## config.mk

```make
export PLATFORM = sky130hd
export DESIGN_NAME = tile
export DESIGN_NICKNAME = d
export VERILOG_FILES = /design/src/logic/noc_pkg.sv /design/src/logic/flit_uart.sv /design/src/logic/route_config.sv /design/src/logic/route_switch.sv /design/src/logic/tile_endpoint.sv /design/src/logic/tile.sv
export SDC_FILE = /design/constraint.sdc
export NUM_CORES = 1
export LEC_CHECK = 0
export BUFFER_PORTS_ARGS = -buffer_cell sky130_fd_sc_hd__buf_2
export CORE_MARGIN = 8
export CORE_UTILIZATION = 55
export CTS_CLUSTER_SIZE = 10
export DETAILED_ROUTE_END_ITERATION = 7
export PLACE_DENSITY = 0.7
export REMOVE_ABC_BUFFERS = 1
export SYNTH_ARGS = -nofsm -noshare
export SYNTH_HDL_FRONTEND = slang
export SYNTH_SLANG_ARGS = --single-unit
export TNS_END_PERCENT = 20
```

## constraint.sdc

```tcl
create_clock -name clk -period 9 [get_ports clk]
set_input_delay 1.35 -clock clk [delete_from_list [all_inputs] [get_ports clk]]
set_output_delay 1.35 -clock clk [all_outputs]
set_load 0.03 [all_outputs]
```

## src/logic/noc_pkg.sv

```systemverilog
`default_nettype none

package noc_pkg;

    // ************************************************************
    // Tile sizing
    // ************************************************************
    localparam int NUM_LINKS     = 2;
    localparam int NUM_PORTS     = NUM_LINKS + 1;  // Port 0 is the local endpoint.
    localparam int FIFO_DEPTH    = 4;
    localparam int CLKS_PER_BIT  = 16;

    localparam int NODE_ID_W     = 4;
    localparam int ROUTE_ENTRIES = 2 ** NODE_ID_W;
    localparam int FIFO_PTR_W    = $clog2(FIFO_DEPTH);
    localparam int BIT_CNT_W     = $clog2(CLKS_PER_BIT);

    typedef logic [NODE_ID_W-1:0]  node_id_t;
    typedef logic [1:0]            port_t;
    typedef logic [7:0]            byte_t;
    typedef logic [4:0]            bus_addr_t;
    typedef logic [15:0]           bus_data_t;
    typedef logic [FIFO_PTR_W-1:0] fifo_ptr_t;
    typedef logic [FIFO_PTR_W:0]   fifo_cnt_t;  // One bit wider to hold a full count.
    typedef logic [BIT_CNT_W-1:0]  bit_cnt_t;
    typedef logic [3:0]            event_cnt_t;

    // High byte goes first on the wire.
    typedef struct packed {
        node_id_t dest;
        node_id_t src;
        byte_t    payload;
    } flit_t;

    typedef struct packed {
        bus_addr_t addr;
        bus_data_t wdata;
        logic      write;
        logic      read;
    } bus_req_t;

    typedef struct packed {
        bus_addr_t addr;
        bus_data_t data;
        logic      write;
    } cfg_write_t;

    // ************************************************************
    // Register map
    // ************************************************************
    localparam bus_addr_t ADDR_NODE_ID    = 5'd0;
    localparam bus_addr_t ADDR_TX         = 5'd1;
    localparam bus_addr_t ADDR_RX         = 5'd2;
    localparam bus_addr_t ADDR_STATUS     = 5'd3;
    localparam bus_addr_t ADDR_ROUTE_BASE = 5'd16;  // Table runs to the top of the map.

endpackage

`default_nettype wire

```

## src/logic/flit_uart.sv

```systemverilog
`timescale 1ns/1ps
`default_nettype none

module flit_uart
    import noc_pkg::*;
(
    input  logic  clk,
    input  logic  reset,
    input  logic  rx,
    output logic  tx,
    output flit_t rx_flit,
    output logic  rx_valid,
    output logic  rx_error,
    input  flit_t tx_flit,
    input  logic  tx_start,
    output logic  tx_busy
);
    typedef enum logic [1:0] {TX_IDLE, TX_START, TX_DATA, TX_STOP} tx_state_t;
    typedef enum logic [1:0] {RX_IDLE, RX_START, RX_DATA, RX_STOP} rx_state_t;

    tx_state_t  tx_state;
    bit_cnt_t   tx_cnt;
    logic [2:0] tx_bit;
    logic       tx_second;
    logic       tx_tick;
    byte_t      tx_shift;
    byte_t      tx_low;

    rx_state_t  rx_state;
    bit_cnt_t   rx_cnt;
    logic [2:0] rx_bit;
    logic       rx_meta;
    logic       rx_sync;
    logic       rx_have_high;
    byte_t      rx_shift;
    byte_t      rx_high;

    // ************************************************************
    // Transmitter
    // ************************************************************
    assign tx_tick = (tx_cnt == bit_cnt_t'(CLKS_PER_BIT - 1));
    assign tx_busy = (tx_state != TX_IDLE);
    assign tx      = (tx_state == TX_START) ? 1'b0 :
                     (tx_state == TX_DATA) ? tx_shift[0] : 1'b1;

    always_ff @(posedge clk) begin
        if (reset) begin
            tx_state  <= TX_IDLE;
            tx_cnt    <= '0;
            tx_bit    <= '0;
            tx_second <= 1'b0;
        end else if (tx_state == TX_IDLE) begin
            tx_cnt    <= '0;
            tx_second <= 1'b0;
            if (tx_start) begin
                tx_state <= TX_START;
            end
        end else begin
            tx_cnt <= tx_tick ? '0 : tx_cnt + 1'b1;
            if (tx_tick) begin
                case (tx_state)
                    TX_START: begin
                        tx_state <= TX_DATA;
                        tx_bit   <= '0;
                    end
                    TX_DATA: begin
                        tx_bit <= tx_bit + 1'b1;
                        if (tx_bit == 3'd7) tx_state <= TX_STOP;
                    end
                    default: begin
                        tx_state  <= tx_second ? TX_IDLE : TX_START;  // Low byte follows at once.
                        tx_second <= 1'b1;
                    end
                endcase
            end
        end
    end

    always_ff @(posedge clk) begin
        if (tx_state == TX_IDLE && tx_start) begin
            tx_shift <= tx_flit[15:8];
            tx_low   <= tx_flit[7:0];
        end else if (tx_tick && tx_state == TX_DATA) begin
            tx_shift <= {1'b1, tx_shift[7:1]};  // LSB first.
        end else if (tx_tick && tx_state == TX_STOP) begin
            tx_shift <= tx_low;
        end
    end

    // ************************************************************
    // Receiver
    // ************************************************************
    always_ff @(posedge clk) begin
        if (reset) begin
            rx_meta      <= 1'b1;
            rx_sync      <= 1'b1;
            rx_state     <= RX_IDLE;
            rx_cnt       <= '0;
            rx_bit       <= '0;
            rx_have_high <= 1'b0;
            rx_valid     <= 1'b0;
            rx_error     <= 1'b0;
        end else begin
            rx_meta  <= rx;
            rx_sync  <= rx_meta;
            rx_valid <= 1'b0;
            rx_error <= 1'b0;
            rx_cnt   <= rx_cnt + 1'b1;
            case (rx_state)
                RX_IDLE: begin
                    rx_cnt <= '0;
                    if (!rx_sync) rx_state <= RX_START;
                end
                RX_START: begin
                    if (rx_cnt == bit_cnt_t'(CLKS_PER_BIT / 2 - 1)) begin
                        rx_cnt   <= '0;
                        rx_bit   <= '0;
                        rx_state <= rx_sync ? RX_IDLE : RX_DATA;  // A short glitch is ignored.
                    end
                end
                RX_DATA: begin
                    if (rx_cnt == bit_cnt_t'(CLKS_PER_BIT - 1)) begin
                        rx_bit <= rx_bit + 1'b1;
                        if (rx_bit == 3'd7) rx_state <= RX_STOP;
                    end
                end
                default: begin
                    if (rx_cnt == bit_cnt_t'(CLKS_PER_BIT - 1)) begin
                        rx_state     <= RX_IDLE;
                        rx_have_high <= rx_sync && !rx_have_high;
                        rx_valid     <= rx_sync && rx_have_high;
                        rx_error     <= !rx_sync;  // Drops any half-received flit.
                    end
                end
            endcase
        end
    end

    always_ff @(posedge clk) begin
        if (rx_cnt == bit_cnt_t'(CLKS_PER_BIT - 1)) begin
            if (rx_state == RX_DATA) begin
                rx_shift <= {rx_sync, rx_shift[7:1]};
            end else if (rx_state == RX_STOP && rx_sync) begin
                if (rx_have_high) rx_flit <= {rx_high, rx_shift};
                else rx_high <= rx_shift;
            end
        end
    end

endmodule

`default_nettype wire

```

## src/logic/route_config.sv

```systemverilog
`timescale 1ns/1ps
`default_nettype none

module route_config
    import noc_pkg::*;
(
    input  logic                      clk,
    input  logic                      reset,
    input  cfg_write_t                cfg,
    input  bus_addr_t                 cfg_addr,
    output bus_data_t                 cfg_rdata,
    input  node_id_t [NUM_PORTS-1:0]  route_dest,
    output port_t    [NUM_PORTS-1:0]  route_port
);
    node_id_t node_id;
    port_t    route_table [ROUTE_ENTRIES];

    always_ff @(posedge clk) begin
        if (reset) begin
            node_id <= '0;
            for (int n = 0; n < ROUTE_ENTRIES; n++) begin
                route_table[n] <= '0;
            end
        end else if (cfg.write) begin
            if (cfg.addr == ADDR_NODE_ID) begin
                node_id <= node_id_t'(cfg.data);
            end else if (cfg.addr >= ADDR_ROUTE_BASE) begin
                route_table[node_id_t'(cfg.addr - ADDR_ROUTE_BASE)] <= port_t'(cfg.data);
            end
        end
    end

    always_comb begin
        cfg_rdata = '0;
        if (cfg_addr == ADDR_NODE_ID) begin
            cfg_rdata = bus_data_t'(node_id);
        end else if (cfg_addr >= ADDR_ROUTE_BASE) begin
            cfg_rdata = bus_data_t'(route_table[node_id_t'(cfg_addr - ADDR_ROUTE_BASE)]);
        end
    end

    // Traffic for this node always goes to the endpoint.
    always_comb begin
        for (int p = 0; p < NUM_PORTS; p++) begin
            route_port[p] = (route_dest[p] == node_id) ? port_t'(0) : route_table[route_dest[p]];
        end
    end

endmodule

`default_nettype wire

```

## src/logic/route_switch.sv

```systemverilog
`timescale 1ns/1ps
`default_nettype none

module route_switch
    import noc_pkg::*;
(
    input  logic                      clk,
    input  logic                      reset,
    input  flit_t    [NUM_PORTS-1:0]  in_flit,
    input  logic     [NUM_PORTS-1:0]  in_valid,
    output logic     [NUM_PORTS-1:0]  in_drop,
    output node_id_t [NUM_PORTS-1:0]  route_dest,
    input  port_t    [NUM_PORTS-1:0]  route_port,
    output flit_t    [NUM_PORTS-1:0]  out_flit,
    output logic     [NUM_PORTS-1:0]  out_valid,
    input  logic     [NUM_PORTS-1:0]  out_ready
);
    flit_t                  fifo_mem [NUM_PORTS][FIFO_DEPTH];
    fifo_ptr_t              wr_ptr   [NUM_PORTS];
    fifo_ptr_t              rd_ptr   [NUM_PORTS];
    fifo_cnt_t              count    [NUM_PORTS];
    flit_t [NUM_PORTS-1:0]  head;
    logic  [NUM_PORTS-1:0]  push;
    logic  [NUM_PORTS-1:0]  pop;
    logic  [NUM_PORTS-1:0]  grant_any;
    port_t                  grant_src [NUM_PORTS];
    port_t                  rr_last   [NUM_PORTS];

    // ************************************************************
    // Input FIFOs
    // ************************************************************
    always_comb begin
        for (int i = 0; i < NUM_PORTS; i++) begin
            head[i]       = fifo_mem[i][rd_ptr[i]];
            route_dest[i] = head[i].dest;
            push[i]       = in_valid[i] && (count[i] != FIFO_DEPTH);
            in_drop[i]    = in_valid[i] && (count[i] == FIFO_DEPTH);  // No credits, so drop.
        end
    end

    // ************************************************************
    // Round-robin arbitration per output
    // ************************************************************
    always_comb begin
        int idx;
        pop       = '0;
        grant_any = '0;
        for (int o = 0; o < NUM_PORTS; o++) begin
            grant_src[o] = rr_last[o];
            // Search starts just past the last winner.
            for (int k = 1; k <= NUM_PORTS; k++) begin
                idx = rr_last[o] + k;
                if (idx >= NUM_PORTS) idx = idx - NUM_PORTS;
                if (!grant_any[o] && out_ready[o] && !out_valid[o] &&
                    count[idx] != 0 && route_port[idx] == o) begin
                    grant_any[o] = 1'b1;
                    grant_src[o] = port_t'(idx);
                    pop[idx]     = 1'b1;
                end
            end
        end
    end

    always_ff @(posedge clk) begin
        for (int i = 0; i < NUM_PORTS; i++) begin
            if (push[i]) fifo_mem[i][wr_ptr[i]] <= in_flit[i];
        end
        for (int o = 0; o < NUM_PORTS; o++) begin
            if (grant_any[o]) out_flit[o] <= head[grant_src[o]];
        end
    end

    always_ff @(posedge clk) begin
        if (reset) begin
            out_valid <= '0;
            for (int i = 0; i < NUM_PORTS; i++) begin
                wr_ptr[i]  <= '0;
                rd_ptr[i]  <= '0;
                count[i]   <= '0;
                rr_last[i] <= '0;
            end
        end else begin
            out_valid <= grant_any;  // A grant also blocks the next cycle on that output.
            for (int i = 0; i < NUM_PORTS; i++) begin
                if (push[i]) wr_ptr[i] <= wr_ptr[i] + 1'b1;
                if (pop[i]) rd_ptr[i] <= rd_ptr[i] + 1'b1;
                count[i] <= count[i] + fifo_cnt_t'(push[i]) - fifo_cnt_t'(pop[i]);
                if (grant_any[i]) rr_last[i] <= grant_src[i];
            end
        end
    end

endmodule

`default_nettype wire

```

## src/logic/tile_endpoint.sv

```systemverilog
`timescale 1ns/1ps
`default_nettype none

module tile_endpoint
    import noc_pkg::*;
(
    input  logic                  clk,
    input  logic                  reset,
    input  bus_req_t              bus_req,
    output bus_data_t             bus_rdata,
    output cfg_write_t            cfg,
    input  bus_data_t             cfg_rdata,
    output flit_t                 tx_flit,
    output logic                  tx_valid,
    input  flit_t                 rx_flit,
    input  logic                  rx_valid,
    output logic                  rx_ready,
    input  logic [NUM_PORTS-1:0]  link_drop,
    input  logic [NUM_LINKS-1:0]  link_error,
    output logic                  packet_recv
);
    node_id_t   node_id;
    logic       tx_pending;
    flit_t      wr_flit;
    flit_t      rx_mem [FIFO_DEPTH];
    fifo_ptr_t  rx_wr_ptr;
    fifo_ptr_t  rx_rd_ptr;
    fifo_cnt_t  rx_count;
    event_cnt_t drop_cnt;
    event_cnt_t err_cnt;
    logic       is_cfg;
    logic       tx_write;
    logic       rx_push;
    logic       rx_pop;

    // ************************************************************
    // Bus decode
    // ************************************************************
    assign is_cfg   = (bus_req.addr == ADDR_NODE_ID) || (bus_req.addr >= ADDR_ROUTE_BASE);
    assign cfg      = '{addr: bus_req.addr, data: bus_req.wdata,
                        write: bus_req.write && is_cfg};
    assign wr_flit  = flit_t'(bus_req.wdata);
    assign tx_write = bus_req.write && (bus_req.addr == ADDR_TX) && !tx_pending;
    assign tx_valid = tx_pending;  // Held until port 0 has room.
    assign rx_push  = rx_valid && (rx_count != FIFO_DEPTH);
    assign rx_pop   = bus_req.read && (bus_req.addr == ADDR_RX) && (rx_count != 0);
    assign rx_ready = (rx_count <= FIFO_DEPTH - 2);

    always_ff @(posedge clk) begin
        if (tx_write) tx_flit <= '{dest: wr_flit.dest, src: node_id, payload: wr_flit.payload};
        if (rx_push) rx_mem[rx_wr_ptr] <= rx_flit;
    end

    always_ff @(posedge clk) begin
        if (reset) begin
            node_id     <= '0;
            tx_pending  <= 1'b0;
            rx_wr_ptr   <= '0;
            rx_rd_ptr   <= '0;
            rx_count    <= '0;
            drop_cnt    <= '0;
            err_cnt     <= '0;
            packet_recv <= 1'b0;
            bus_rdata   <= '0;
        end else begin
            if (cfg.write && bus_req.addr == ADDR_NODE_ID) node_id <= node_id_t'(bus_req.wdata);
            if (tx_write) tx_pending <= 1'b1;
            else if (tx_pending && !link_drop[0]) tx_pending <= 1'b0;
            if (rx_push) rx_wr_ptr <= rx_wr_ptr + 1'b1;
            if (rx_pop) rx_rd_ptr <= rx_rd_ptr + 1'b1;
            rx_count    <= rx_count + fifo_cnt_t'(rx_push) - fifo_cnt_t'(rx_pop);
            packet_recv <= rx_push;
            // Both counters saturate.
            if (|link_drop[NUM_PORTS-1:1] && drop_cnt != '1) drop_cnt <= drop_cnt + 1'b1;
            if (|link_error && err_cnt != '1) err_cnt <= err_cnt + 1'b1;
            if (bus_req.read) begin
                case (bus_req.addr)
                    ADDR_RX:     bus_rdata <= rx_pop ? bus_data_t'(rx_mem[rx_rd_ptr]) : '0;
                    ADDR_STATUS: bus_rdata <= {3'b000, tx_pending, err_cnt, drop_cnt,
                                               1'b0, rx_count};
                    default:     bus_rdata <= is_cfg ? cfg_rdata : '0;
                endcase
            end
        end
    end

endmodule

`default_nettype wire

```

## src/logic/tile.sv

```systemverilog
`timescale 1ns/1ps
`default_nettype none

module tile
    import noc_pkg::*;
(
    input  logic                  clk,
    input  logic                  reset,
    input  logic [NUM_LINKS-1:0]  uart_rx,
    output wire  [NUM_LINKS-1:0]  uart_tx,
    input  bus_req_t              bus_req,
    output bus_data_t             bus_rdata,
    output logic                  packet_recv
);
    wire flit_t    [NUM_PORTS-1:0] in_flit;
    wire logic     [NUM_PORTS-1:0] in_valid;
    wire logic     [NUM_PORTS-1:0] in_drop;
    wire node_id_t [NUM_PORTS-1:0] route_dest;
    wire port_t    [NUM_PORTS-1:0] route_port;
    wire flit_t    [NUM_PORTS-1:0] out_flit;
    wire logic     [NUM_PORTS-1:0] out_valid;
    wire logic     [NUM_LINKS-1:0] tx_busy;
    wire logic     [NUM_LINKS-1:0] rx_error;
    wire cfg_write_t               cfg;
    wire bus_data_t                cfg_rdata;
    wire logic                     rx_ready;

    // Link i sits on switch port i + 1.
    for (genvar i = 0; i < NUM_LINKS; i++) begin : g_link
        flit_uart link_uart (
            .clk      (clk),
            .reset    (reset),
            .rx       (uart_rx[i]),
            .tx       (uart_tx[i]),
            .rx_flit  (in_flit[i+1]),
            .rx_valid (in_valid[i+1]),
            .rx_error (rx_error[i]),
            .tx_flit  (out_flit[i+1]),
            .tx_start (out_valid[i+1]),
            .tx_busy  (tx_busy[i])
        );
    end

    route_config config_regs (
        .clk        (clk),
        .reset      (reset),
        .cfg        (cfg),
        .cfg_addr   (bus_req.addr),
        .cfg_rdata  (cfg_rdata),
        .route_dest (route_dest),
        .route_port (route_port)
    );

    route_switch switch_core (
        .clk        (clk),
        .reset      (reset),
        .in_flit    (in_flit),
        .in_valid   (in_valid),
        .in_drop    (in_drop),
        .route_dest (route_dest),
        .route_port (route_port),
        .out_flit   (out_flit),
        .out_valid  (out_valid),
        .out_ready  ({~tx_busy, rx_ready})
    );

    tile_endpoint endpoint (
        .clk         (clk),
        .reset       (reset),
        .bus_req     (bus_req),
        .bus_rdata   (bus_rdata),
        .cfg         (cfg),
        .cfg_rdata   (cfg_rdata),
        .tx_flit     (in_flit[0]),
        .tx_valid    (in_valid[0]),
        .rx_flit     (out_flit[0]),
        .rx_valid    (out_valid[0]),
        .rx_ready    (rx_ready),
        .link_drop   (in_drop),
        .link_error  (rx_error),
        .packet_recv (packet_recv)
    );

endmodule

`default_nettype wire

```

Word level (Yosys, flattened, before mapping)

Memories as Yosys holds them, arrays and structs flattened. A register that Yosys moved wholly into a read port is not among the register bits.
Index checks and enable logic that the tools add are counted.

Bits in registers: 252
Bits in writable memories: 315
Input port bits: 27
Output and inout bits: 19
Logic and storage cells: 617
Memories kept: 7

Memories:

| memory                  | words | width | rd ports | clocked after Yosys merged registers in | wr ports | RTL line            | RTL |
|---|---|---|---|---|---|---|---|
| switch_core.fifo_mem    | 3     | 64    | 3        | 0                                       | 3        | route_switch.sv:18  | `flit_t fifo_mem [NUM_PORTS][FIFO_DEPTH];` |
| endpoint.rx_mem         | 4     | 16    | 1        | 1                                       | 1        | tile_endpoint.sv:25 | `flit_t rx_mem [FIFO_DEPTH];` |
| config_regs.route_table | 16    | 2     | 4        | 0                                       | 16       | route_config.sv:16  | `port_t route_table [ROUTE_ENTRIES];` |
| switch_core.count       | 3     | 3     | 12       | 0                                       | 3        | route_switch.sv:21  | `fifo_cnt_t count [NUM_PORTS];` |
| switch_core.rd_ptr      | 3     | 2     | 3        | 0                                       | 3        | route_switch.sv:20  | `fifo_ptr_t rd_ptr [NUM_PORTS];` |
| switch_core.rr_last     | 3     | 2     | 3        | 0                                       | 3        | route_switch.sv:27  | `port_t rr_last [NUM_PORTS];` |
| 1 more memories         | -     | -     | -        | -                                       | -        | -                   |  |

$add $sub $neg: 45
$lt $le $gt $ge: 41
Equality and inequality tests: 55
Multiplexer cells: 217
Bitwise logic cells: 39
Reductions and logical operators: 152

Operators with widths:

| cell                    | count |
|---|---|
| $ge A32 B1 Y1 const B   | 9 |
| $ge A32 B3 Y1 const B   | 9 |
| $lt A32 B4 Y1 const B   | 9 |
| $mux W32                | 9 |
| $sub A32 B3 Y32 const B | 9 |
| $mux W16                | 15 |
| $bmux W16 S2            | 6 |
| $mux W64                | 3 |
| $mux W2                 | 63 |
| $demux W16 S2           | 3 |
| $logic_and A1 B1 Y1     | 73 |
| $mux W1                 | 64 |
| $mux W3                 | 16 |
| $mux W8                 | 6 |
| $reduce_bool A3 Y1      | 14 |
| $bmux W2 S2             | 9 |
| $pmux W16 S2            | 1 |
| $add A4 B1 Y4 const B   | 6 |
| $or A3 B3 Y3            | 8 |
| $pmux W3 S2             | 4 |
| $eq A2 B2 Y1 const B    | 11 |
| $eq A3 B3 Y1 const B    | 7 |
| $add A2 B2 Y3 const B   | 6 |
| $demux W1 S2            | 9 |
| other kinds (42)        | 180 |

Longest topological paths before layout

An unclocked memory read counts as a cell.

Word-level depth: 41
Depth in mapped cells: 21
Mapped depth without buffers: 20

Hierarchy

Synthesis repeated with hierarchy kept, for this count alone.

Cell total of the unflattened synthesis: 1836
Area, all modules: 26296.5 µm²

By module, submodules not included:

| module        | times used | cells each | area each (µm²) | seq. area each (µm²) |
|---|---|---|---|---|
| route_switch  | 1          | 784        | 12618.4         | 7987.7 |
| flit_uart     | 2          | 217        | 2871.5          | 1921.8 |
| tile_endpoint | 1          | 366        | 5028.6          | 3183.1 |
| route_config  | 1          | 250        | 2899.0          | 1041.0 |
| tile          | 1          | 2          | 7.5             | 0.0 |

Least setup slack after synthesis

Ideal clock, no wire load.

Kind: input-to-reg
From: input port bus_req[22] in the netlist's numbering
To: register endpoint.rx_count[2]
Setup time: 0.128 ns
Data arrival time: 4.594 ns
Required time: 8.872 ns
Slack: 4.279 ns
Stages on the path: 11
Path buffers: 2
Path through: or3_1 > clkbuf_1 > a2111oi_0 > clkbuf_1 > ha_1 > inv_1 > ha_1 > inv_1 > fa_1 > xnor2_1 > nor2_1

Longest elaborated chain between the ends: 4

Ends and longest elaborated chain:

| item                             | RTL line            | RTL |
|---|---|---|
| start, declared                  | tile.sv:11          | `input bus_req_t bus_req,` |
| $eq A5 B2 Y1                     | tile_endpoint.sv:46 | `assign rx_pop = bus_req.read && (bus_req.addr == ADDR_RX) && (rx_count != 0);` |
| $logic_and A1 B1 Y1 (2 in a row) | tile_endpoint.sv:46 |  |
| via endpoint.rx_pop              | tile_endpoint.sv:34 | `logic rx_pop;` |
| $sub A3 B1 Y3                    | tile_endpoint.sv:71 | `rx_count <= rx_count + fifo_cnt_t'(rx_push) - fifo_cnt_t'(rx_pop);` |
| end signal, assigned             | tile_endpoint.sv:71 |  |
| end, declared                    | tile_endpoint.sv:28 | `fifo_cnt_t rx_count;` |

The timed path passes the listed nets, and every way through them passes these cells.
A chain may end at the register's enable or synchronous reset.

==> results.md <==
- Average size of a mapped cell: 14.0 sq um
- Number of fillers in the final layout: 3440
- Max-slew headroom: 14.4%
- Status: finished clean
- Synthesized cell area: 25400 sq um
- H-tree Lvls: 3
- Achievable Freq: 0.157 GHz
- Antenna Violating Nets Remaining: 0
- Post-layout util: 61.0%
- Nets@finish: 1958
- Yosys cell types: 86
- DRC: 0
- Mapped Cells: 1817
- Tcrit/Tclk final: 70.9%
- Worst setup SP type: flop
- Fin. Hold Viols: 0
- Worst Tran Pin Value: 1280 ps
- Critical-path maximum fanout: 17
- Port bufs: 41
- Vias: 15000
- Synth area leaders: edfxtp_1 (55%), dfxtp_1 (7.8%), mux4_2 (6.5%)
- Unrepaired setup endpoints after global routing: false
- Final WL: 57300 um
- Seq cells post-synth: 565
- CTS tree: built
- Final hold slack: 406 ps
- Worst R2R End: switch_core.count[0][2]
- Share of cells above drive strength 1: 14.3%
- CP Class: flop to flop
- Synth async-reset ratio: 0%
- Register-to-register setup slack: 2620 ps
- CTS sink count: 565
- Die Y: 231 um
- Peak VDD IR: 284 uV
- Yosys Warn Count: 0
- Post-CTS sizing: 0
- Worst r2r src: switch_core.rd_ptr[0][4]
- IO Pins: 46
- Via-to-Cell Ratio: 6.00
- Worst R2R Path Depth: 19
- Root Driver: clkbuf_16
- Worst clock skew: 30.1 ps
- Clock Path Buffers: 3
- TritonRoute pass-1 iters: 5
- DP Cell Count: 2392
- Hold Buf Count CTS: 0
- Detailed Place HPWL: 38800 um
- Vias in the first global route: 15100
- Setup crit end kind: flop
- Final setup vio count: 0
- Post-synth EDFFs: 466
- Dominant cell type by area after synthesis: edfxtp_1
- Area grow syn2layout: 10.5%
- Worst Path Arrival: 6820 ps
- CP required: 9440 ps
- Drt initial violations: 1379
- Die X: 231 um
- Std cell rows: 79
- Die area: 53400 sq um
- CP Capture Point: switch_core.count[0][2]
- Antenna violations before repair: 0
- GRT Overall Usage: 21.3%
- Clock Latency Late Sink: 600 ps
- Share of the synthesized area in the top cell type: 55.0%
- Clock transition at path regs: 50 ps
- Starting density of the core: 55.2%
- MaxCap Viol Count: 0
- Wire length per cell: 22.9 um
- Post-Layout Cell Count: 2504
- Routability cong.: 0.895
- Crit path time final: 6380 ps
- Post-CTS Setup Bufs: 0
- First-pass GRT wire length: 88000 um
- CTS Buf Count: 67
- Slew Viols, Final: 0
- PD cells: 356 nW/um^2
- Setup TNS: 0 ps
- Ys flop type: edfxtp_1
- Worst Setup SP: switch_core.rd_ptr[0][4]
- Largest net degree at the start of global routing: 71
- Total grt overflow: 0
- Core footprint: 46100 sq um
- Sequential area share after synthesis: 62.8%
- Hold Path Class: flop to flop
- ANT cells: 0
- P_leak: 10.2 nW
==> layout by cell type, fill, tap and decap left out, types with 30 or more instances in the layout <==
master | synthesis | layout
edfxtp_1 | 466 | 466
nor2_1 | 150 | 150
mux2i_1 | 125 | 125
dfxtp_1 | 99 | 99
nand2_1 | 98 | 98
mux4_2 | 74 | 74
ha_1 | 73 | 73
inv_1 | 71 | 71
clkbuf_16 | 0 | 70
a21oi_1 | 69 | 69
nand3_1 | 55 | 55
buf_2 | 10 | 40
and3_1 | 38 | 38
clkbuf_1 | 59 | 36
and2_1 | 34 | 34
xnor2_1 | 30 | 30
nor2b_1 | 30 | 30
==> worst min-delay path by stage <==
stage / start / end / slack, ps / depth (start not counted)
2_1_floorplan: g_link[0].link_uart.rx_meta / g_link[0].link_uart.rx_sync / 390 / 1
3_3_place_gp: g_link[1].link_uart.rx_meta / g_link[1].link_uart.rx_sync / 400 / 1
3_5_place_dp: g_link[1].link_uart.rx_meta / g_link[1].link_uart.rx_sync / 400 / 1
4_1_cts: switch_core.out_flit[16] / g_link[0].link_uart.tx_low[0] / 410 / 0
5_1_grt: switch_core.out_flit[16] / g_link[0].link_uart.tx_low[0] / 420 / 0
6_report: g_link[1].link_uart.rx_meta / g_link[1].link_uart.rx_sync / 410 / 1
==> power breakdown <==
group / total [mW] / internal, mW / switching (mW) / leakage, nW
Sequential: 3.63 / 3.40 / 0.232 / 5.10
Clock: 2.50 / 1.49 / 1.00 / 0.959
Combinational: 3.89 / 1.44 / 2.45 / 4.11
==> metrics by stage <==
step	power [mW]	area, sq um	setup WS, ps
2_1_floorplan	6.34	25000	3320
3_5_place_dp	7.52	26100	2580
6_report	10.0	28100	2620
3_3_place_gp	7.44	26100	2660
5_1_grt	10.5	28100	2250
4_1_cts	10.0	28100	2540
==> synthesized netlist by cell type (all sizes together), types with 3 or more instances <==
library cell / count
a32oi: 4
and2: 34
mux2i: 125
o2bb2ai: 4
a22o: 15
o211ai: 7
a211oi: 7
a2111oi: 5
o21ai: 37
a21boi: 3
nor2: 150
o22ai: 27
dfxtp: 99
clkbuf: 59
buf: 34
xnor2: 30
o21a: 4
xor2: 9
a31oi: 7
or2: 21
o31ai: 4
nand2b: 9
or3: 4
inv: 72
nand2: 99
a311oi: 11
nand4: 21
nand3: 55
a22oi: 10
edfxtp: 466
nor2b: 31
nor3: 28
a21oi: 69
and3: 38
fa: 4
a21o: 5
nor3b: 10
o221a: 3
mux4: 74
nor4: 10
mux2: 8
ha: 73
==> layout make-up <==
class,instances,area (sq um),area share [%]
Sequential cell,565,16000,56.8
Multi-Input combinational cell,1087,8750,31.1
Clock buffer,106,1890,6.71
Tap cell,607,759,2.70
Timing Repair Buffer,61,358,1.27
Inverter,72,270,0.961
Clock inverter,6,114,0.405
==> critical path, cell delays in order, from the launching register on <==
cell	delay, ps
edfxtp_1	860
buf_4	340
mux4_2	790
nand2b_1	270
o22ai_1	290
nor4_4	100
nor3_1	320
o21ai_2	170
o311ai_2	640
or2_2	290
a21oi_1	110
nor4_4	600
inv_1	100
ha_1	290
inv_1	40
ha_1	200
fa_1	380
xnor2_1	200
xnor2_1	150
nor2_1	50
==> cell families after synthesis <==
group                    count (synthesis)  synth area share (%)
flip-flops                             565                  62.8
XOR/XNOR                                39                  1.34
AND/OR/NAND/NOR                        519                  10.4
buffers and inverters                  165                  3.00
adder cells (fa/ha/maj)                 77                  3.90
AO/OA/AOI/OAI                          245                  6.74
multiplexers                           207                  11.8
==> sequential cells by signal (all words and copies together), names as in the netlist, 8 cells and up, named ones only <==
signal                     count
switch_core.out_flit          48
g_link.link_uart.tx_shift     16
endpoint.bus_rdata            16
switch_core.fifo_mem         192
switch_core.count              9
g_link.link_uart.rx_shift     16
config_regs.route_table       32
g_link.link_uart.rx_cnt        8
endpoint.rx_mem               64
endpoint.tx_flit              16
g_link.link_uart.tx_low       16
g_link.link_uart.rx_flit      32
g_link.link_uart.rx_high      16
g_link.link_uart.tx_cnt        8
==> per-layer routing <==
layer	part of all wire, %	wire [um]	GRT usage, %
met1	44	25000	28.8
met5	0	0	0
met4	2.4	1360	7.15
met2	48	27800	34.9
met3	5.6	3190	3.94
Power figures use the tool's default switching activity.
